## src/hw/alu_decoder_cfg.svh

```systemverilog
// Feature switches and field widths for the ALU decoder, included by the package and decoders
`ifndef ALU_DECODER_CFG_SVH
`define ALU_DECODER_CFG_SVH

//////////////////////////////
// Feature enables
//////////////////////////////

// Balanced bitmanip subset
`define ENABLE_BITMANIP 1

// Multiply and divide data-path selects
`define ENABLE_MULDIV 1

// Instruction word
`define INSTR_W 32

`endif
```

## src/hw/alu_decoder_pkg.sv

```systemverilog
// Shared types of the ALU decoder: instruction overlay, operator and mux encodings, control bundles
`include "alu_decoder_cfg.svh"

package alu_decoder_pkg;

  // Instruction word, fields at their bit positions
  typedef struct packed {
    logic [`INSTR_W-1:25] funct7;
    logic [24:20]         rs2;
    logic [19:15]         rs1;
    logic [14:12]         funct3;
    logic [11:7]          rd;
    logic [6:0]           opcode;
  } instr_t;

  typedef logic [2:0] funct3_t;
  typedef logic [6:0] funct7_t;

  typedef enum logic [6:0] {
    OPCODE_LOAD     = 7'h03,
    OPCODE_MISC_MEM = 7'h0f,
    OPCODE_OP_IMM   = 7'h13,
    OPCODE_AUIPC    = 7'h17,
    OPCODE_STORE    = 7'h23,
    OPCODE_OP       = 7'h33,
    OPCODE_LUI      = 7'h37,
    OPCODE_BRANCH   = 7'h63,
    OPCODE_JALR     = 7'h67,
    OPCODE_JAL      = 7'h6f,
    OPCODE_SYSTEM   = 7'h73
  } opcode_e;

  typedef enum logic [3:0] {
    CLASS_JAL, CLASS_JALR, CLASS_BRANCH, CLASS_LOAD, CLASS_STORE,
    CLASS_LUI, CLASS_AUIPC, CLASS_OP_IMM, CLASS_OP, CLASS_FENCE,
    CLASS_FENCE_I, CLASS_SYS_PLAIN, CLASS_CSR, CLASS_INVALID
  } instr_class_e;

  typedef enum logic [5:0] {
    ALU_ADD, ALU_SUB,
    ALU_XOR, ALU_OR, ALU_AND, ALU_XNOR, ALU_ORN, ALU_ANDN, // Logic, plain and negated
    ALU_SRA, ALU_SRL, ALU_SLL, ALU_ROR, ALU_ROL,           // Shifts and rotates
    ALU_GREV, ALU_GORC,
    ALU_LT, ALU_LTU, ALU_GE, ALU_GEU, ALU_EQ, ALU_NE,      // Comparisons
    ALU_MIN, ALU_MINU, ALU_MAX, ALU_MAXU,
    ALU_PACK, ALU_PACKU, ALU_PACKH,
    ALU_SEXTB, ALU_SEXTH,
    ALU_CLZ, ALU_CTZ, ALU_CPOP,
    ALU_SLT, ALU_SLTU,
    ALU_CMOV, ALU_CMIX, ALU_FSL, ALU_FSR,                  // Ternary, need rs3
    ALU_BSET, ALU_BCLR, ALU_BINV, ALU_BEXT,                // Single-bit ops
    ALU_SH1ADD, ALU_SH2ADD, ALU_SH3ADD
  } alu_op_e;

  typedef enum logic [1:0] {OP_A_REG_A, OP_A_CURRPC, OP_A_IMM} op_a_sel_e;
  typedef enum logic {OP_B_REG_B, OP_B_IMM} op_b_sel_e;
  typedef enum logic {IMM_A_Z, IMM_A_ZERO} imm_a_sel_e;

  typedef enum logic [2:0] {
    IMM_B_I, IMM_B_S, IMM_B_B, IMM_B_U, IMM_B_J, IMM_B_INCR_PC
  } imm_b_sel_e;

  // Operator plus the static data-path selects
  typedef struct packed {
    alu_op_e operator;
    logic    multicycle;
    logic    mult_sel;
    logic    div_sel;
  } alu_ctrl_t;

  typedef struct packed {
    op_a_sel_e  op_a;
    op_b_sel_e  op_b;
    imm_a_sel_e imm_a;
    imm_b_sel_e imm_b;
    op_a_sel_e  bt_a;  // Branch-target ALU operands
    imm_b_sel_e bt_b;
  } sel_ctrl_t;

endpackage

```

## src/hw/alu_decoder.sv

```systemverilog
// ALU-side instruction decoder top, connects the opcode control to the operator and mux decoders
module alu_decoder import alu_decoder_pkg::*; (
  input  logic      clk_i,
  input  logic      rst_ni,
  input  instr_t    instr_i,
  input  logic      branch_taken_i,
  input  logic      instr_first_cycle_i,
  output alu_ctrl_t alu_ctrl_o,
  output sel_ctrl_t sel_ctrl_o,
  output logic      use_rs3_o
);

  instr_class_e instr_class;
  alu_ctrl_t    base_ctrl;
  alu_ctrl_t    bmanip_ctrl;
  logic         bmanip_hit;
  logic         bmanip_ternary;

  opcode_ctrl u_opcode_ctrl (
    .clk_i            (clk_i),
    .rst_ni           (rst_ni),
    .opcode_i         (opcode_e'(instr_i.opcode)),
    .funct3_i         (instr_i.funct3),
    .first_cycle_i    (instr_first_cycle_i),
    .base_ctrl_i      (base_ctrl),
    .bmanip_ctrl_i    (bmanip_ctrl),
    .bmanip_hit_i     (bmanip_hit),
    .bmanip_ternary_i (bmanip_ternary),
    .instr_class_o    (instr_class),
    .alu_ctrl_o       (alu_ctrl_o),
    .use_rs3_o        (use_rs3_o)
  );

  base_op_decoder u_base_op_decoder (
    .instr_class_i (instr_class),
    .funct3_i      (instr_i.funct3),
    .funct7_i      (instr_i.funct7),
    .base_ctrl_o   (base_ctrl)
  );

  bitmanip_op_decoder u_bitmanip_op_decoder (
    .instr_class_i    (instr_class),
    .funct3_i         (instr_i.funct3),
    .funct7_i         (instr_i.funct7),
    .rs2_i            (instr_i.rs2),
    .bmanip_ctrl_o    (bmanip_ctrl),
    .bmanip_hit_o     (bmanip_hit),
    .bmanip_ternary_o (bmanip_ternary)
  );

  operand_sel_decoder u_operand_sel_decoder (
    .instr_class_i  (instr_class),
    .funct3_i       (instr_i.funct3),
    .branch_taken_i (branch_taken_i),
    .sel_ctrl_o     (sel_ctrl_o)
  );

endmodule

```

## src/hw/operand_sel_decoder.sv

```systemverilog
// ALU operand, immediate and branch-target mux selects per instruction class
module operand_sel_decoder import alu_decoder_pkg::*; (
  input  instr_class_e instr_class_i,
  input  funct3_t      funct3_i,
  input  logic         branch_taken_i,
  output sel_ctrl_t    sel_ctrl_o
);

  always_comb begin
    sel_ctrl_o.op_a  = OP_A_IMM;
    sel_ctrl_o.op_b  = OP_B_IMM;
    sel_ctrl_o.imm_a = IMM_A_ZERO;
    sel_ctrl_o.imm_b = IMM_B_I;
    sel_ctrl_o.bt_a  = OP_A_CURRPC;
    sel_ctrl_o.bt_b  = IMM_B_I;

    unique case (instr_class_i)
      CLASS_JAL, CLASS_JALR: begin
        // Main ALU makes the link value PC+4
        sel_ctrl_o.op_a  = OP_A_CURRPC;
        sel_ctrl_o.imm_b = IMM_B_INCR_PC;
        if (instr_class_i == CLASS_JAL) begin
          sel_ctrl_o.bt_b = IMM_B_J;
        end else begin
          sel_ctrl_o.bt_a = OP_A_REG_A;  // rs1 + I imm
        end
      end

      CLASS_BRANCH: begin
        sel_ctrl_o.op_a = OP_A_REG_A;
        sel_ctrl_o.op_b = OP_B_REG_B;
        // Not taken goes to the next instruction
        sel_ctrl_o.bt_b = branch_taken_i ? IMM_B_B : IMM_B_INCR_PC;
      end

      CLASS_STORE: begin
        sel_ctrl_o.op_a = OP_A_REG_A;
        sel_ctrl_o.op_b = OP_B_REG_B;
        if (!funct3_i[2]) begin
          sel_ctrl_o.op_b  = OP_B_IMM;
          sel_ctrl_o.imm_b = IMM_B_S;  // Offset from immediate
        end
      end

      CLASS_LOAD, CLASS_OP_IMM: sel_ctrl_o.op_a = OP_A_REG_A;

      CLASS_LUI: sel_ctrl_o.imm_b = IMM_B_U;  // Zero plus upper immediate

      CLASS_AUIPC: begin
        sel_ctrl_o.op_a  = OP_A_CURRPC;
        sel_ctrl_o.imm_b = IMM_B_U;
      end

      CLASS_OP: begin
        sel_ctrl_o.op_a = OP_A_REG_A;
        sel_ctrl_o.op_b = OP_B_REG_B;
      end

      CLASS_FENCE, CLASS_SYS_PLAIN: sel_ctrl_o.op_a = OP_A_REG_A;

      // Refetch from PC+4 through the branch-target path
      CLASS_FENCE_I: sel_ctrl_o.bt_b = IMM_B_INCR_PC;

      CLASS_CSR: begin
        sel_ctrl_o.imm_a = IMM_A_Z;                                // rs1 field as immediate
        sel_ctrl_o.op_a  = funct3_i[2] ? OP_A_IMM : OP_A_REG_A;
      end

      default: ;
    endcase
  end

endmodule

```

## src/hw/bitmanip_op_decoder.sv

```systemverilog
// Balanced bitmanip operator decode with multicycle and ternary-operand flags
`include "alu_decoder_cfg.svh"

module bitmanip_op_decoder import alu_decoder_pkg::*; (
  input  instr_class_e instr_class_i,
  input  funct3_t      funct3_i,
  input  funct7_t      funct7_i,
  input  logic [4:0]   rs2_i,
  output alu_ctrl_t    bmanip_ctrl_o,
  output logic         bmanip_hit_o,
  output logic         bmanip_ternary_o
);

  always_comb begin
    bmanip_ctrl_o.operator   = ALU_SLTU;
    bmanip_ctrl_o.multicycle = 1'b0;
    bmanip_ctrl_o.mult_sel   = 1'b0;
    bmanip_ctrl_o.div_sel    = 1'b0;
    bmanip_hit_o             = 1'b0;
    bmanip_ternary_o         = 1'b0;

    if (`ENABLE_BITMANIP != 0) begin
      bmanip_hit_o = 1'b1;  // Cleared again by every default arm
      unique case (instr_class_i)

        //////////////////////////////
        // Register-immediate
        //////////////////////////////
        CLASS_OP_IMM: begin
          unique case (funct3_i)
            3'b001: begin
              unique case (funct7_i[6:2])
                5'b0_1001: bmanip_ctrl_o.operator = ALU_BCLR;
                5'b0_0101: bmanip_ctrl_o.operator = ALU_BSET;
                5'b0_1101: bmanip_ctrl_o.operator = ALU_BINV;
                5'b0_1100: begin
                  // Unary ops, selected by the rs2 field
                  unique case ({funct7_i[1:0], rs2_i})
                    7'b000_0000: bmanip_ctrl_o.operator = ALU_CLZ;
                    7'b000_0001: bmanip_ctrl_o.operator = ALU_CTZ;
                    7'b000_0010: bmanip_ctrl_o.operator = ALU_CPOP;
                    7'b000_0100: bmanip_ctrl_o.operator = ALU_SEXTB;
                    7'b000_0101: bmanip_ctrl_o.operator = ALU_SEXTH;
                    default:     bmanip_hit_o = 1'b0;
                  endcase
                end
                default: bmanip_hit_o = 1'b0;
              endcase
            end
            3'b101: begin
              if (funct7_i[1]) begin  // fsri
                bmanip_ctrl_o.operator   = ALU_FSR;
                bmanip_ctrl_o.multicycle = 1'b1;
                bmanip_ternary_o         = 1'b1;
              end else begin
                unique case (funct7_i[6:2])
                  5'b0_1001: bmanip_ctrl_o.operator = ALU_BEXT;
                  5'b0_1101: bmanip_ctrl_o.operator = ALU_GREV;
                  5'b0_0101: bmanip_ctrl_o.operator = ALU_GORC;
                  5'b0_1100: begin
                    bmanip_ctrl_o.operator   = ALU_ROR;
                    bmanip_ctrl_o.multicycle = 1'b1;
                  end
                  default: bmanip_hit_o = 1'b0;
                endcase
              end
            end
            default: bmanip_hit_o = 1'b0;
          endcase
        end

        //////////////////////////////
        // Register-register
        //////////////////////////////
        CLASS_OP: begin
          if (funct7_i[1]) begin
            // cmix, cmov, fsl, fsr all read rs3 over two cycles
            bmanip_ctrl_o.multicycle = 1'b1;
            bmanip_ternary_o         = 1'b1;
            unique case ({funct7_i[1:0], funct3_i})
              5'b11_001: bmanip_ctrl_o.operator = ALU_CMIX;
              5'b11_101: bmanip_ctrl_o.operator = ALU_CMOV;
              5'b10_001: bmanip_ctrl_o.operator = ALU_FSL;
              5'b10_101: bmanip_ctrl_o.operator = ALU_FSR;
              default: begin
                bmanip_hit_o             = 1'b0;
                bmanip_ctrl_o.multicycle = 1'b0;
                bmanip_ternary_o         = 1'b0;
              end
            endcase
          end else begin
            unique case ({funct7_i, funct3_i})
              {7'b011_0000, 3'b001}: begin
                bmanip_ctrl_o.operator   = ALU_ROL;
                bmanip_ctrl_o.multicycle = 1'b1;
              end
              {7'b011_0000, 3'b101}: begin
                bmanip_ctrl_o.operator   = ALU_ROR;
                bmanip_ctrl_o.multicycle = 1'b1;
              end
              {7'b000_0101, 3'b100}: bmanip_ctrl_o.operator = ALU_MIN;
              {7'b000_0101, 3'b110}: bmanip_ctrl_o.operator = ALU_MAX;
              {7'b000_0101, 3'b101}: bmanip_ctrl_o.operator = ALU_MINU;
              {7'b000_0101, 3'b111}: bmanip_ctrl_o.operator = ALU_MAXU;
              {7'b000_0100, 3'b100}: bmanip_ctrl_o.operator = ALU_PACK;
              {7'b010_0100, 3'b100}: bmanip_ctrl_o.operator = ALU_PACKU;
              {7'b000_0100, 3'b111}: bmanip_ctrl_o.operator = ALU_PACKH;
              {7'b010_0000, 3'b100}: bmanip_ctrl_o.operator = ALU_XNOR;
              {7'b010_0000, 3'b110}: bmanip_ctrl_o.operator = ALU_ORN;
              {7'b010_0000, 3'b111}: bmanip_ctrl_o.operator = ALU_ANDN;
              {7'b001_0000, 3'b010}: bmanip_ctrl_o.operator = ALU_SH1ADD;
              {7'b001_0000, 3'b100}: bmanip_ctrl_o.operator = ALU_SH2ADD;
              {7'b001_0000, 3'b110}: bmanip_ctrl_o.operator = ALU_SH3ADD;
              {7'b010_0100, 3'b001}: bmanip_ctrl_o.operator = ALU_BCLR;
              {7'b001_0100, 3'b001}: bmanip_ctrl_o.operator = ALU_BSET;
              {7'b011_0100, 3'b001}: bmanip_ctrl_o.operator = ALU_BINV;
              {7'b010_0100, 3'b101}: bmanip_ctrl_o.operator = ALU_BEXT;
              {7'b011_0100, 3'b101}: bmanip_ctrl_o.operator = ALU_GREV;
              {7'b001_0100, 3'b101}: bmanip_ctrl_o.operator = ALU_GORC;
              default:               bmanip_hit_o = 1'b0;
            endcase
          end
        end

        default: bmanip_hit_o = 1'b0;
      endcase
    end
  end

endmodule

```

## src/hw/base_op_decoder.sv

```systemverilog
// RV32I and M operator decode, with the multiply and divide data-path selects
`include "alu_decoder_cfg.svh"

module base_op_decoder import alu_decoder_pkg::*; (
  input  instr_class_e instr_class_i,
  input  funct3_t      funct3_i,
  input  funct7_t      funct7_i,
  output alu_ctrl_t    base_ctrl_o
);

  always_comb begin
    base_ctrl_o.operator   = ALU_SLTU;
    base_ctrl_o.multicycle = 1'b0;
    base_ctrl_o.mult_sel   = 1'b0;
    base_ctrl_o.div_sel    = 1'b0;

    unique case (instr_class_i)
      // Address, upper immediate and link value all add
      CLASS_JAL, CLASS_JALR, CLASS_LOAD, CLASS_STORE, CLASS_LUI, CLASS_AUIPC,
      CLASS_FENCE, CLASS_FENCE_I: base_ctrl_o.operator = ALU_ADD;

      CLASS_BRANCH: begin
        unique case (funct3_i)
          3'b000:  base_ctrl_o.operator = ALU_EQ;
          3'b001:  base_ctrl_o.operator = ALU_NE;
          3'b100:  base_ctrl_o.operator = ALU_LT;
          3'b101:  base_ctrl_o.operator = ALU_GE;
          3'b110:  base_ctrl_o.operator = ALU_LTU;
          3'b111:  base_ctrl_o.operator = ALU_GEU;
          default: ;
        endcase
      end

      CLASS_OP_IMM: begin
        unique case (funct3_i)
          3'b000: base_ctrl_o.operator = ALU_ADD;
          3'b010: base_ctrl_o.operator = ALU_SLT;
          3'b011: base_ctrl_o.operator = ALU_SLTU;
          3'b100: base_ctrl_o.operator = ALU_XOR;
          3'b110: base_ctrl_o.operator = ALU_OR;
          3'b111: base_ctrl_o.operator = ALU_AND;
          3'b001: begin
            // Without bitmanip the upper immediate bits are not looked at
            if ((`ENABLE_BITMANIP == 0) || (funct7_i[6:2] == 5'b0_0000)) begin
              base_ctrl_o.operator = ALU_SLL;
            end
          end
          3'b101: begin
            if (funct7_i[6:2] == 5'b0_0000) begin
              base_ctrl_o.operator = ALU_SRL;
            end else if (funct7_i[6:2] == 5'b0_1000) begin
              base_ctrl_o.operator = ALU_SRA;
            end
          end
          default: ;
        endcase
      end

      CLASS_OP: begin
        if (funct7_i == 7'b000_0001) begin
          // M group, the ALU only sees an add
          base_ctrl_o.operator = ALU_ADD;
          base_ctrl_o.mult_sel = (`ENABLE_MULDIV != 0) && !funct3_i[2];
          base_ctrl_o.div_sel  = (`ENABLE_MULDIV != 0) && funct3_i[2];
        end else if (!funct7_i[1]) begin  // Ternary group stays at default
          unique case ({funct7_i, funct3_i})
            {7'b000_0000, 3'b000}: base_ctrl_o.operator = ALU_ADD;
            {7'b010_0000, 3'b000}: base_ctrl_o.operator = ALU_SUB;
            {7'b000_0000, 3'b010}: base_ctrl_o.operator = ALU_SLT;
            {7'b000_0000, 3'b011}: base_ctrl_o.operator = ALU_SLTU;
            {7'b000_0000, 3'b100}: base_ctrl_o.operator = ALU_XOR;
            {7'b000_0000, 3'b110}: base_ctrl_o.operator = ALU_OR;
            {7'b000_0000, 3'b111}: base_ctrl_o.operator = ALU_AND;
            {7'b000_0000, 3'b001}: base_ctrl_o.operator = ALU_SLL;
            {7'b000_0000, 3'b101}: base_ctrl_o.operator = ALU_SRL;
            {7'b010_0000, 3'b101}: base_ctrl_o.operator = ALU_SRA;
            default: ;
          endcase
        end
      end

      default: ;
    endcase
  end

endmodule

```

## src/hw/opcode_ctrl.sv

```systemverilog
// Opcode classification, operator merge and the registered rs3-use flag of the ALU decoder
module opcode_ctrl import alu_decoder_pkg::*; (
  input  logic         clk_i,
  input  logic         rst_ni,
  input  opcode_e      opcode_i,
  input  funct3_t      funct3_i,
  input  logic         first_cycle_i,
  input  alu_ctrl_t    base_ctrl_i,
  input  alu_ctrl_t    bmanip_ctrl_i,
  input  logic         bmanip_hit_i,
  input  logic         bmanip_ternary_i,
  output instr_class_e instr_class_o,
  output alu_ctrl_t    alu_ctrl_o,
  output logic         use_rs3_o
);

  logic use_rs3_d;
  logic use_rs3_q;

  //////////////////////////////
  // Instruction class
  //////////////////////////////

  always_comb begin
    instr_class_o = CLASS_INVALID;
    unique case (opcode_i)
      OPCODE_JAL:    instr_class_o = CLASS_JAL;
      OPCODE_JALR:   instr_class_o = CLASS_JALR;
      OPCODE_BRANCH: instr_class_o = CLASS_BRANCH;
      OPCODE_LOAD:   instr_class_o = CLASS_LOAD;
      OPCODE_STORE:  instr_class_o = CLASS_STORE;
      OPCODE_LUI:    instr_class_o = CLASS_LUI;
      OPCODE_AUIPC:  instr_class_o = CLASS_AUIPC;
      OPCODE_OP_IMM: instr_class_o = CLASS_OP_IMM;
      OPCODE_OP:     instr_class_o = CLASS_OP;
      OPCODE_MISC_MEM: begin
        if (funct3_i == 3'b000) begin
          instr_class_o = CLASS_FENCE;
        end else if (funct3_i == 3'b001) begin
          instr_class_o = CLASS_FENCE_I;
        end
      end
      // Any non-zero funct3 touches a CSR
      OPCODE_SYSTEM: instr_class_o = (funct3_i == 3'b000) ? CLASS_SYS_PLAIN : CLASS_CSR;
      default: ;
    endcase
  end

  // Bitmanip result wins on a hit
  assign alu_ctrl_o = bmanip_hit_i ? bmanip_ctrl_i : base_ctrl_i;

  //////////////////////////////
  // rs3 use, one cycle ahead
  //////////////////////////////

  assign use_rs3_d = bmanip_ternary_i & first_cycle_i;

  always_ff @(posedge clk_i or negedge rst_ni) begin
    if (!rst_ni) begin
      use_rs3_q <= 1'b0;
    end else begin
      use_rs3_q <= use_rs3_d;
    end
  end

  assign use_rs3_o = use_rs3_q;

endmodule

```

## config.mk

```make
export PLATFORM = sky130hd
export DESIGN_NAME = alu_decoder
export DESIGN_NICKNAME = d
export VERILOG_FILES = /design/src/hw/alu_decoder_pkg.sv /design/src/hw/alu_decoder.sv /design/src/hw/operand_sel_decoder.sv /design/src/hw/bitmanip_op_decoder.sv /design/src/hw/base_op_decoder.sv /design/src/hw/opcode_ctrl.sv
export VERILOG_INCLUDE_DIRS = /design/src /design/src/hw
export SDC_FILE = /design/constraint.sdc
export NUM_CORES = 1
export LEC_CHECK = 0
export ABC_AREA = 0
export ABC_CLOCK_PERIOD_IN_PS = 2700
export BUFFER_PORTS_ARGS = -buffer_cell sky130_fd_sc_hd__clkbuf_2
export CAP_MARGIN = 30
export CORE_ASPECT_RATIO = 1.25
export CORE_UTILIZATION = 42
export CTS_BUF_LIST = sky130_fd_sc_hd__clkbuf_16
export CTS_CLUSTER_SIZE = 24
export DETAILED_ROUTE_END_ITERATION = 16
export PLACE_DENSITY = 0.83
export SYNTH_ARGS = -nofsm -noshare
export SYNTH_HDL_FRONTEND = slang
export SYNTH_SLANG_ARGS = --single-unit
```

## constraint.sdc

```tcl
create_clock -name clk_i -period 2.7 [get_ports clk_i]
set_input_delay 0.54 -clock clk_i [delete_from_list [all_inputs] [get_ports clk_i]]
set_output_delay 0.54 -clock clk_i [all_outputs]
set_load 0.02 [all_outputs]
```

# [Word-level counts from Yosys, hierarchy flattened]
# Cells that the tools add are included.
[op_classes] n_eq_ne=73 n_mux=53 bitwise_logic=1 n_reduce_logical=18
[ops] cell="one-hot mux 6 bit (21 select lines)" count=1
[ops] cell="equality test 10 x 9 -> 1 bit (second input constant)" count=12
[ops] cell="one-hot mux 6 bit (4 select lines)" count=3
[ops] cell="equality test 10 x 6 -> 1 bit (second input constant)" count=6
[ops] cell="one-hot mux 6 bit (9 select lines)" count=1
[ops] cell="equality test 10 x 8 -> 1 bit (second input constant)" count=5
[ops] cell="one-hot mux 6 bit (8 select lines)" count=1
[ops] cell="one-hot mux 4 bit (11 select lines)" count=1
[ops] cell="equality test 10 x 3 -> 1 bit (second input constant)" count=4
[ops] cell="one-hot mux 6 bit (6 select lines)" count=1
[ops] cell="two-way mux 6 bit" count=5
[ops] cell="one-hot mux 6 bit (5 select lines)" count=1
[ops] cell="equality test 7 bit (second input constant)" count=4
[ops] cell="equality test 7 x 6 -> 1 bit (second input constant)" count=3
[ops] cell="OR reduction 21 bit" count=1
[ops] cell="equality test 4 bit (second input constant)" count=5
[ops] cell="equality test 5 x 4 -> 1 bit (second input constant)" count=4
[ops] cell="equality test 5 bit (second input constant)" count=4
[ops] cell="one-hot mux 3 bit (3 select lines)" count=2
[ops] cell="two-way mux 1 bit" count=17
[ops] cell="equality test 4 x 3 -> 1 bit (second input constant)" count=4
[ops] cell="equality test 7 x 1 -> 1 bit (second input constant)" count=2
[ops] cell="equality test 7 x 2 -> 1 bit (second input constant)" count=2
[ops] cell="equality test 7 x 3 -> 1 bit (second input constant)" count=2
[ops] cell="other kinds (33)" count=54
[word_totals] reg_bits=1 in_bits=36

# [Logic depth before layout (Yosys ltp)]
# Gate-level depths: netlist of the first run.
[logic_depth] word_depth=8 ltp_mapped=9

# [Hierarchy]
# A second synthesis of the first run with hierarchy kept.
[unflattened] hier_cells=308 area_unflattened_um2=1990.7
[by_module_without_submodules] module="bitmanip_op_decoder" n_inst=1 cells_per_inst=164 area_per_inst_um2=992.2 seq_area_each_um2=0.0
[by_module_without_submodules] module="opcode_ctrl" n_inst=1 cells_per_inst=52 area_per_inst_um2=402.9 seq_area_each_um2=25.0
[by_module_without_submodules] module="base_op_decoder" n_inst=1 cells_per_inst=61 area_per_inst_um2=349.1 seq_area_each_um2=0.0
[by_module_without_submodules] module="operand_sel_decoder" n_inst=1 cells_per_inst=31 area_per_inst_um2=246.5 seq_area_each_um2=0.0

# [Worst setup path after synthesis of the first run]
# OpenSTA, ideal clock, no wires.
[synth_path] kind="input to output" start="in instr_i[30] (netlist name)" end="out alu_ctrl_o[8] (netlist name)" arrival_time_ns=2.243 setup_slack_ns=-0.083 path_stages=7 path_buffers=1 cell_sequence="buf_2 -> or4_4 -> nor4_1 -> a221oi_1 -> a31oi_1 -> nor4_2 -> a21oi_1"
[synth_rtl] element="from (decl)" line_no="alu_decoder.sv:5" source="input instr_t instr_i,"
[synth_rtl] element="to (decl)" line_no="alu_decoder.sv:8" source="output alu_ctrl_t alu_ctrl_o,"

==> metrics.txt, run 1 <==
I/O pin total 58; initial antenna violation count 0; GPL Wtd Cong 1.01; gr ovfl total 0; initial core utilization 43.9%; port bufs 46; Worst Setup End Kind output pin; width of the die slightly above 60 µm; CP max stage cell or4_4; CP max stage delay roughly 0.59 ns; Netlist cell types 78; Power Density approximately 110 nW/µm²; Die ar. 4550 µm²; setup TNS -1.14 ns; outcome finished with violations; VDD IR max ~0.000092 V; fin crit share 109%; max cap viols 0; CTS Hold Bufs 0; ys async rst share between 90% and 100%; worst-path cell chain clkbuf_4, or4_4, nor4_4, a221oi_1, a31oi_2, nor4_4, a21oi_2, buf_6; final worst slack -0.248 ns; WL/cell between 15 and 20 µm; FF+latch count, synth 1; DP Cell Count about 460; Total Nets Final 440; Fill cells 292; clock-pin slew on the worst setup and hold paths 0 ns; Core Footprint 4100 µm²; fin crit period 2.95 ns; ANT cells 0; most used cell, CP nor4_4; CP arrival 2.41 ns; synthesized net count 320; Seq/Total Area, Yosys 1.39%; vias per cell 6.42; Post-Synthesis Cell Area between 1500 and 2000 µm²; die height approximately 75 µm; crit-path max FO 7; vias in the first global route 2869; area share of the largest cell type after synthesis under 10%; Layout area overhead 71.6%; vias between 2000 and 3000; ys flop type dfrtp_1; drt total wl roughly 8.4 mm; final setup fails 7; maximum operating frequency 339 MHz; warnings from Yosys 0; Non-Filler Instances 458; RSZ-0062 raised after global routing yes; Avg Inst Size Synth approximately 6.3 µm²; failing checks negative setup slack; pin count of the biggest net entering global routing 27; final slew viol count 0; share of cells above drive strength 1 about half; biggest area consumer among synthesized cells a21oi_1; CP Data Required Time 2.16 ns; Post-synth EDFFs 0; post-route DRC violation count 0; Cells after Synth approximately 280; FP Rows 26; max reg flops 1; global-route wire length before repair roughly 13 mm; GR Util All Layers between 30% and 40%; Leak approximately 1.3 nW; CP Class in -> out; Post-DRT Antenna Nets 0; final hold slack between 0.3 and 0.4 ns; Pre-antenna DRT Iters 6; DRT iter0 DRCs roughly 330; Synth area leaders a21oi_1, nor2_1, nand2_1; startpoint types input port; Hold Path Class in -> async; final hold vios 0; Final HPWL DP about 6.0 mm
==> cells in the final DEF (no fill, tap or decap), types with 6 or more instances in the layout <==
master    instances
inv_1             6
nor2b_1           6
buf_4            99
o21ai_0           9
and3_1            6
clkbuf_2         30
nand4_1           7
nor3_1            7
a21oi_1          21
nand3_1           6
nor4_1            6
nor2_1           29
buf_2             6
nand2_1          20
nand2b_1          8
==> what timing repair did <==
action | 4_1_cts | 5_1_grt
resized for setup | 27 | 59
pin swaps | 9 | 17
endpoints found under the hold margin | 0 | 0
setup buffers | 0 | 2
endpoints found under the setup margin | 7 | 9
==> kinds of logic after synthesis <==
kind of cell / synth area share [%]
buffers and inverters: 9.32
other: 0.209
adders and majority gates: 0.557
xor gates and xnor gates: 2.92
DFF: 1.39
AOI/OAI and AO/OA: 37.5
and+or+nand+nor: 47.5
muxes: 0.557
==> cells in the mapped netlist, drive strengths merged, types with 4 or more instances <==
library cell,n
a21oi,25
a31oi,6
and2,5
and3,7
buf,18
clkbuf,11
inv,8
nand2,21
nand2b,9
nand3,8
nand4,7
nor2,32
nor2b,6
nor3,14
nor4,13
o21ai,14
o22ai,5
o311ai,4
or3,5
xnor2,5
==> critical path: cells and delay by family <==
kind,cells,cell delay [ns]
simple gates,3,0.97
compound gates,3,0.60
buf+inv,2,0.28
==> through the flow <==
| step | total power, mW | util, % | area [µm²] | worst slack [ns] |
|---|---|---|---|---|
| 2_1_floorplan | 0.167 | - | 1840 | -0.0322 |
| 3_3_place_gp | 0.284 | 66.7 | 2730 | -0.239 |
| 3_5_place_dp | 0.294 | 66.7 | 2730 | -0.284 |
| 4_1_cts | 0.307 | 69.9 | 2860 | -0.270 |
| 5_1_grt | 0.367 | 75.3 | 3090 | -0.361 |
| 6_report | 0.345 | 75.3 | 3090 | -0.248 |
==> area by class of cell <==
type,instances,area [µm²],share of cell area (%)
timing repair buffer,147,1080,35.0
inverter,8,30.0,0.973
sequential,1,25.0,0.811
multi-input combinational,246,1880,60.9
tap,56,70.1,2.27
==> where the power goes <==
group / switching [mW] / internal, mW / total [mW]
sequential: 0.00000265 / 0.0153 / 0.0153
clock: 0 / 0 / 0
combinational: 0.180 / 0.150 / 0.330
==> metal layers <==
| metal | part of all wire [%] | track usage (%) | vias to the layer above |
|---|---|---|---|
| li1 | - | - | 1337 |
| met2 | 52 | 65.7 | 211 |
| met1 | 34 | 39.6 | 1347 |
| met3 | 8.0 | 6.53 | 47 |
| met5 | 0 | 0 | - |
| met4 | 6.7 | 25.5 | 0 |
==> path summary, 6_finish.rpt <==
path	startpoint	end	slack (ns)	cells after the start
min in group clk_i	instr_first_cycle_i	u_opcode_ctrl.use_rs3_o$_DFF_PN0_	0.76	2
max in group asynchronous	rst_ni	u_opcode_ctrl.use_rs3_o$_DFF_PN0_	2.30	1
hold / removal	rst_ni	u_opcode_ctrl.use_rs3_o$_DFF_PN0_	0.32	1
setup / recovery	instr_i[30]	alu_ctrl_o[8]	-0.25	8
No activity file was read; power rests on OpenSTA's default activity.
==> inputs of run 2 (changes only) <==
ABC_AREA = 1   (was 0)
ABC_CLOCK_PERIOD_IN_PS = 2750   (was 2700)
CELL_PAD_IN_SITES_DETAIL_PLACEMENT = 1   (was not set)
CELL_PAD_IN_SITES_GLOBAL_PLACEMENT = 2   (was not set)
CORE_UTILIZATION = 24   (was 42)
PLACE_DENSITY = 0.94   (was 0.83)
clock period = 2.75 ns   (was 2.7 ns; I/O delays follow)
==> run 2 against run 1 <==
Largest cell class unchanged. Global-route usage is 16 points lower. Setup slack better by 0.27 ns. Sequential share of layout area hardly changed. Synthesized cell count is 42% higher. Synthesized area is 7.1% higher. The flow now finishes without violations. Sequential power hardly changed. Largest power group unchanged. Power is 21% lower. Combinational power is 22% lower.
==> metrics.txt, run 2 <==
most frequent cells after synthesis nand2_1, nor2_1, nand3_1, inv_1, o21ai_0; initial core utilization 24.7% (-19 points); I/O pin total 58 (unchanged); Layout area overhead 52.7%; FP Rows 36 (+38%); Total Nets Final 534 (+21%); ANT cells 0 (unchanged); GPL Wtd Cong 0.961 (-5.1%); maximum operating frequency 367 MHz; final hold vios 0 (unchanged); clock-pin slew on the worst setup and hold paths 0 ns (unchanged); Die ar. 8390 µm² (+84%); Netlist cell types 37 (-53%); post-route DRC violation count 0 (unchanged); DP Worst Slack -0.140 ns (+0.145 ns); max reg flops 1 (unchanged); drt total wl 9.23 mm (+9.5%); CP arrival 2.18 ns (-0.23 ns); final setup fails 0 (-7); WL/cell 15.6 µm (-15%); max cap viols 0 (unchanged); crit-path max FO 6 (-1); Post-Synthesis Cell Area 1930 µm² (+7.1%); Final HPWL DP 7.58 mm (+26%); Synth Area in Compound Gates 12.7% (-25 points); ys flop type dfrtp_1; biggest area consumer among synthesized cells nand2_1; Synth area leaders nand2_1, nand3_1, nor2_1; GR Util All Layers 21.5% (-16 points); Post-Synth Adder-Cell Area 0% (-0.56 points); outcome finished, final reports clean; Core Footprint 7790 µm² (+90%); leading cell type in the layout, fill and taps excluded nand2_1; Hold Path Class in -> async; vias 3038 (+3.3%); startpoint types input port; Design Area, Final 2940 µm² (-4.7%); warnings from Yosys 0 (unchanged); VDD IR max 0.0000449 V (-51%); most frequent cells in the layout nand2_1, buf_4, nor2_1, nand3_1, inv_1; final slew viol count 0 (unchanged); DRT iter0 DRCs 80 (-76%); final core utilization 37.7% (-38 points); die height 102 µm (+36%); Cells after Synth 403 (+42%); gr ovfl total 0 (unchanged); Post-Synth Simple-Gate Area 71.3% (+24 points); combinational family with the most area after synthesis simple AND/OR/NAND/NOR gates; xor/xnor share of the synthesized area 0% (-2.9 points); mux cell area share after synthesis 0.520% (-0.037 points); Leak 1.61 nW (+26%); synthesized net count 439 (+37%); port bufs 46 (unchanged); top-count cell post-synth nand2_1; fin crit share 99.1%; Placed Area 2580 µm² (-5.5%); pin count of the biggest net entering global routing 10 (-63%); Avg Inst Size Synth 4.78 µm² (-25%); global-route wire length before repair 14.3 mm (+9.3%); FF+latch count, synth 1 (unchanged); Seq/Total Area, Yosys 1.30% (-0.092 points); area share of the largest cell type after synthesis 23.6% (+17 points); Pre-antenna DRT Iters 4 (-2); Worst Setup End Kind output pin; width of the die 82.1 µm (+36%); vias per cell 5.14 (-20%); Post-DRT Antenna Nets 0 (unchanged); fin crit period 2.73 ns; vias in the first global route 3128 (+9.0%); initial antenna violation count 0 (unchanged); CP Class in -> out; ys async rst share 100% (unchanged); Power Density 92.7 nW/µm² (-17%); Post-synth EDFFs 0 (unchanged); final worst slack 0.0248 ns (+0.273 ns); RSZ-0062 raised after global routing yes; share of cells above drive strength 1 40.3% (-11 points); CP Data Required Time 2.20 ns (+0.04 ns)
## run 2: cell count changes after synthesis, sizes merged, moves of 47 or more
| cell | delta |
|---|---|
| nand3 | +57 |
| inv | +47 |
| nor2 | +52 |
| nand2 | +108 |
## run 2: cell families (layout without fill, tap and decap cells)
family,count (synthesis),in the layout
and+or+nand+nor,295,295
buffers and inverters,63,156
AOI/OAI and AO/OA,42,42
other,1,1
muxes,1,1
DFF,1,1
## run 2: layout make-up
cell class,count,area (µm²)
inverter,57,233
fill,1120,4850
sequential,1,25.0
tap,95,119
timing repair buffer,99,662
multi-input combinational,339,1900
## run 2: worst max-delay path by stage
| stage | start | endpoint | slack (ns) | depth (start not counted) |
|---|---|---|---|---|
| after detailed placement | instr_i[14] | alu_ctrl_o[4] | -0.14 | 13 |
| after global placement | instr_i[14] | alu_ctrl_o[4] | -0.1 | 13 |
| after CTS | instr_i[14] | alu_ctrl_o[4] | -0.001 | 13 |
| after global routing | instr_i[13] | alu_ctrl_o[7] | -0.09 | 17 |
| final | instr_i[31] | alu_ctrl_o[3] | 0.02 | 15 |
| after floorplan | instr_i[14] | alu_ctrl_o[4] | 0.17 | 12 |
## run 2: report_power, final
part | internal [mW] | switching [mW] | total [mW]
Clock | 0 | 0 | 0
Combinational | 0.0918 | 0.166 | 0.257
Sequential | 0.0150 | 0.00000188 | 0.0150
Total | 0.107 | 0.166 | 0.272
## run 2: repair_timing
action                                  4_1_cts  5_1_grt
endpoints found under the setup margin        7        7
buffers inserted                              0        5
gates resized for setup                      10      104
hold buffers                                  0        0
pin swaps                                     0       19
## run 2: per-stage QoR
stage	TNS, ns	instances	total power [mW]	hold WS (ns)
finish	0	591	0.272	0.326
detailed placement	-0.488	586	0.229	0.327
global route	-0.440	591	0.295	0.329
CTS	-0.00146	586	0.234	0.327
floorplan	0	403	0.133	0.254
global placement	-0.243	586	0.222	0.324
## run 2: metal layers
metal  vias up  wire length (µm)  global-route usage, %  part of all wire (%)
met1      1424              3550                   23.6                    38
met4         0               512                   9.72                   5.5
li1       1488                 -                      -                     -
met3        39               235                  0.982                   2.5
met5         -                 0                      0                     0
met2        87              4940                   41.2                    53
## run 2: worst max-delay path: stages
cell and delay (ns):
buf_4 0.15, nor2_4 0.31, buf_6 0.18, nand3_2 0.10
nand2_1 0.12, nor2_1 0.06, nand2_1 0.09, nor2_2 0.04
nand2_2 0.09, nand3_1 0.07, nand2_1 0.09, inv_2 0.04
nand2_1 0.07, nand2_2 0.07, buf_6 0.14
==> inputs of run 3 (changes only) <==
CORE_MARGIN = 5   (was not set)
==> run 3 against run 2 <==
The run now ends with negative setup slack left. Routed wire length increased by 10%. Die area increased by 18%. First-iteration DRC count increased by 31%. Sequential share of layout area decreased by 0.067 points. Highest routed layer unchanged.
==> metrics.txt, run 3 (synthesis results as in run 2) <==
outcome finished with violations; failing checks negative setup slack; Power, Total 0.305 mW (+12%); global-route wire length before repair 14.6 mm (+2.5%); gr ovfl total 0 (unchanged); VDD IR max 0.0000439 V (-2.3%); Die ar. 9930 µm² (+18%); worst setup path end alu_ctrl_o[6]; Total Nets Final 548 (+2.6%); Comb pwr share 95.1% (+0.6 points); NetSw 0.181 mW (+9.2%); Switching Fraction 59.4% (-1.4 points); RSZ-0062 raised after global routing yes; CP Data Required Time 2.20 ns (about the same); crit-path max FO 6 (unchanged); port bufs 46 (unchanged); most used cell, CP nand2_1; cell-internal power 0.124 mW (+16%); CP arrival 2.21 ns (+0.03 ns); Post-DRT Antenna Nets 0 (unchanged); maximum operating frequency 362 MHz (-1.4%); fin crit share 100% (+1.4 points); ANT cells 0 (unchanged); CP Class in -> out; Top Family by Delay on Critical Path simple AND/OR/NAND/NOR gates; sequential share of power 4.9% (-0.6 points); initial core utilization 24.6% (-0.14 points); cell count along the critical path 14 (-1); power share of the clock group 0% (unchanged); DRT iter0 DRCs 105 (+31%); final hold vios 0 (unchanged); clock-pin slew on the worst setup and hold paths 0 ns (unchanged); Power Density 95.5 nW/µm² (+3.0%); vias 3130 (+3.0%); Layout area overhead 65.8%; Hold Path Class in -> async; max reg flops 1 (unchanged); Leak 1.75 nW (+8.9%); final core utilization 40.7% (+3.0 points); GR Util All Layers 17.5% (-4.0 points); drt total wl 10.2 mm (+10%); most frequent cells in the layout nand2_1, buf_4, nor2_1, nand3_1, inv_1; initial antenna violation count 0 (unchanged); Non-Filler Instances 605 (+2.4%); Fill cells 1108 (-1.1%); fin crit period 2.76 ns (+0.0375 ns); Worst Setup End Kind output pin; final hold slack 0.326 ns (+0.00000400 ns); I/O pin total 58 (unchanged); share of cells above drive strength 1 45.1% (+4.8 points); die height 110 µm (+7.8%); post-route DRC violation count 0 (unchanged); worst-path cell chain clkbuf_4, inv_2, nand2_2, nor2_4, nand3_2, buf_4, nand3_1, nor2_2, nand4_1, nand3_1, nand2_1, nand2_1, nand2_1, buf_2; width of the die 90.1 µm (+9.7%); pin count of the biggest net entering global routing 12 (+2); Pre-antenna DRT Iters 5 (+1); vias in the first global route 3134 (+0.19%); GPL Wtd Cong 0.900 (-6.3%); final slew viol count 0 (unchanged); CP max stage delay 0.23 ns (-0.08 ns); startpoint types input port; max cap viols 0 (unchanged); leading cell type in the layout, fill and taps excluded nand2_1; CP max stage cell nor2_4; vias per cell 5.17 (+0.64%); Core Footprint 7840 µm² (+0.58%); CP Buf/Inv Count 4 (unchanged); Final HPWL DP 7.70 mm (+1.6%); DP Cell Count 593 (+1.2%); final setup fails 1 (+1); final worst slack -0.0127 ns (-0.0375 ns); FP Rows 36 (unchanged); WL/cell 16.8 µm (+7.7%); Worst Setup SP instr_i[26]
run 3: cell types whose count changed in the layout (fill, tap and decap cells not counted), sizes merged:
cell | before | now
buf | 63 | 78
inv | 55 | 56
clkinv | 1 | 0
clkbuf | 36 | 35
run 3: repair_timing:
action | in CTS | in global routing
pin swaps | 0 | 35
hold buffers | 0 | 0
setup buffers | 0 | 12
setup endpoints to repair | 7 | 8
resized for setup | 15 | 129
run 3: through the flow:
| step | TNS (ns) | setup WS, ns | area (µm²) |
|---|---|---|---|
| 2_1_floorplan | 0 | 0.167 | 1930 |
| 3_3_place_gp | -0.386 | -0.0796 | 2670 |
| 3_5_place_dp | -0.632 | -0.112 | 2670 |
| 4_1_cts | -0.00896 | -0.00896 | 2720 |
| 5_1_grt | -0.406 | -0.108 | 3190 |
| 6_report | -0.0127 | -0.0127 | 3190 |
run 3: worst min-delay path by stage:
stage	from	to	slack [ns]
final	rst_ni	u_opcode_ctrl.use_rs3_o$_DFF_PN0_	0.33
after global routing	rst_ni	u_opcode_ctrl.use_rs3_o$_DFF_PN0_	0.33
after floorplan	rst_ni	u_opcode_ctrl.use_rs3_o$_DFF_PN0_	0.25
after detailed placement	rst_ni	u_opcode_ctrl.use_rs3_o$_DFF_PN0_	0.33
after CTS	rst_ni	u_opcode_ctrl.use_rs3_o$_DFF_PN0_	0.33
after global placement	rst_ni	u_opcode_ctrl.use_rs3_o$_DFF_PN0_	0.32
run 3: layout make-up:
type,instances,area [µm²],share of cell area [%]
multi-input cells,339,2000,62.6
repair buffers,113,818,25.6
inverters,57,230,7.21
well taps,95,119,3.72
flip-flops and latches,1,25.0,0.784
run 3: power groups by stage:
stage	registers (mW)	logic, mW	clock network (mW)
6_report	0.0150	0.290	0
5_1_grt	0.0150	0.311	0
4_1_cts	0.0150	0.233	0
3_5_place_dp	0.0150	0.226	0
3_3_place_gp	0.0150	0.220	0
2_1_floorplan	0.0150	0.118	0
run 3: metal layers:
layer / vias up / routed length [µm] / GRT usage [%]
met4: 0 / 340 / 4.15
met1: 1491 / 3800 / 18.8
met2: 96 / 5710 / 36.9
met5: - / 0 / 0
met3: 26 / 332 / 0.883
li1: 1517 / - / -
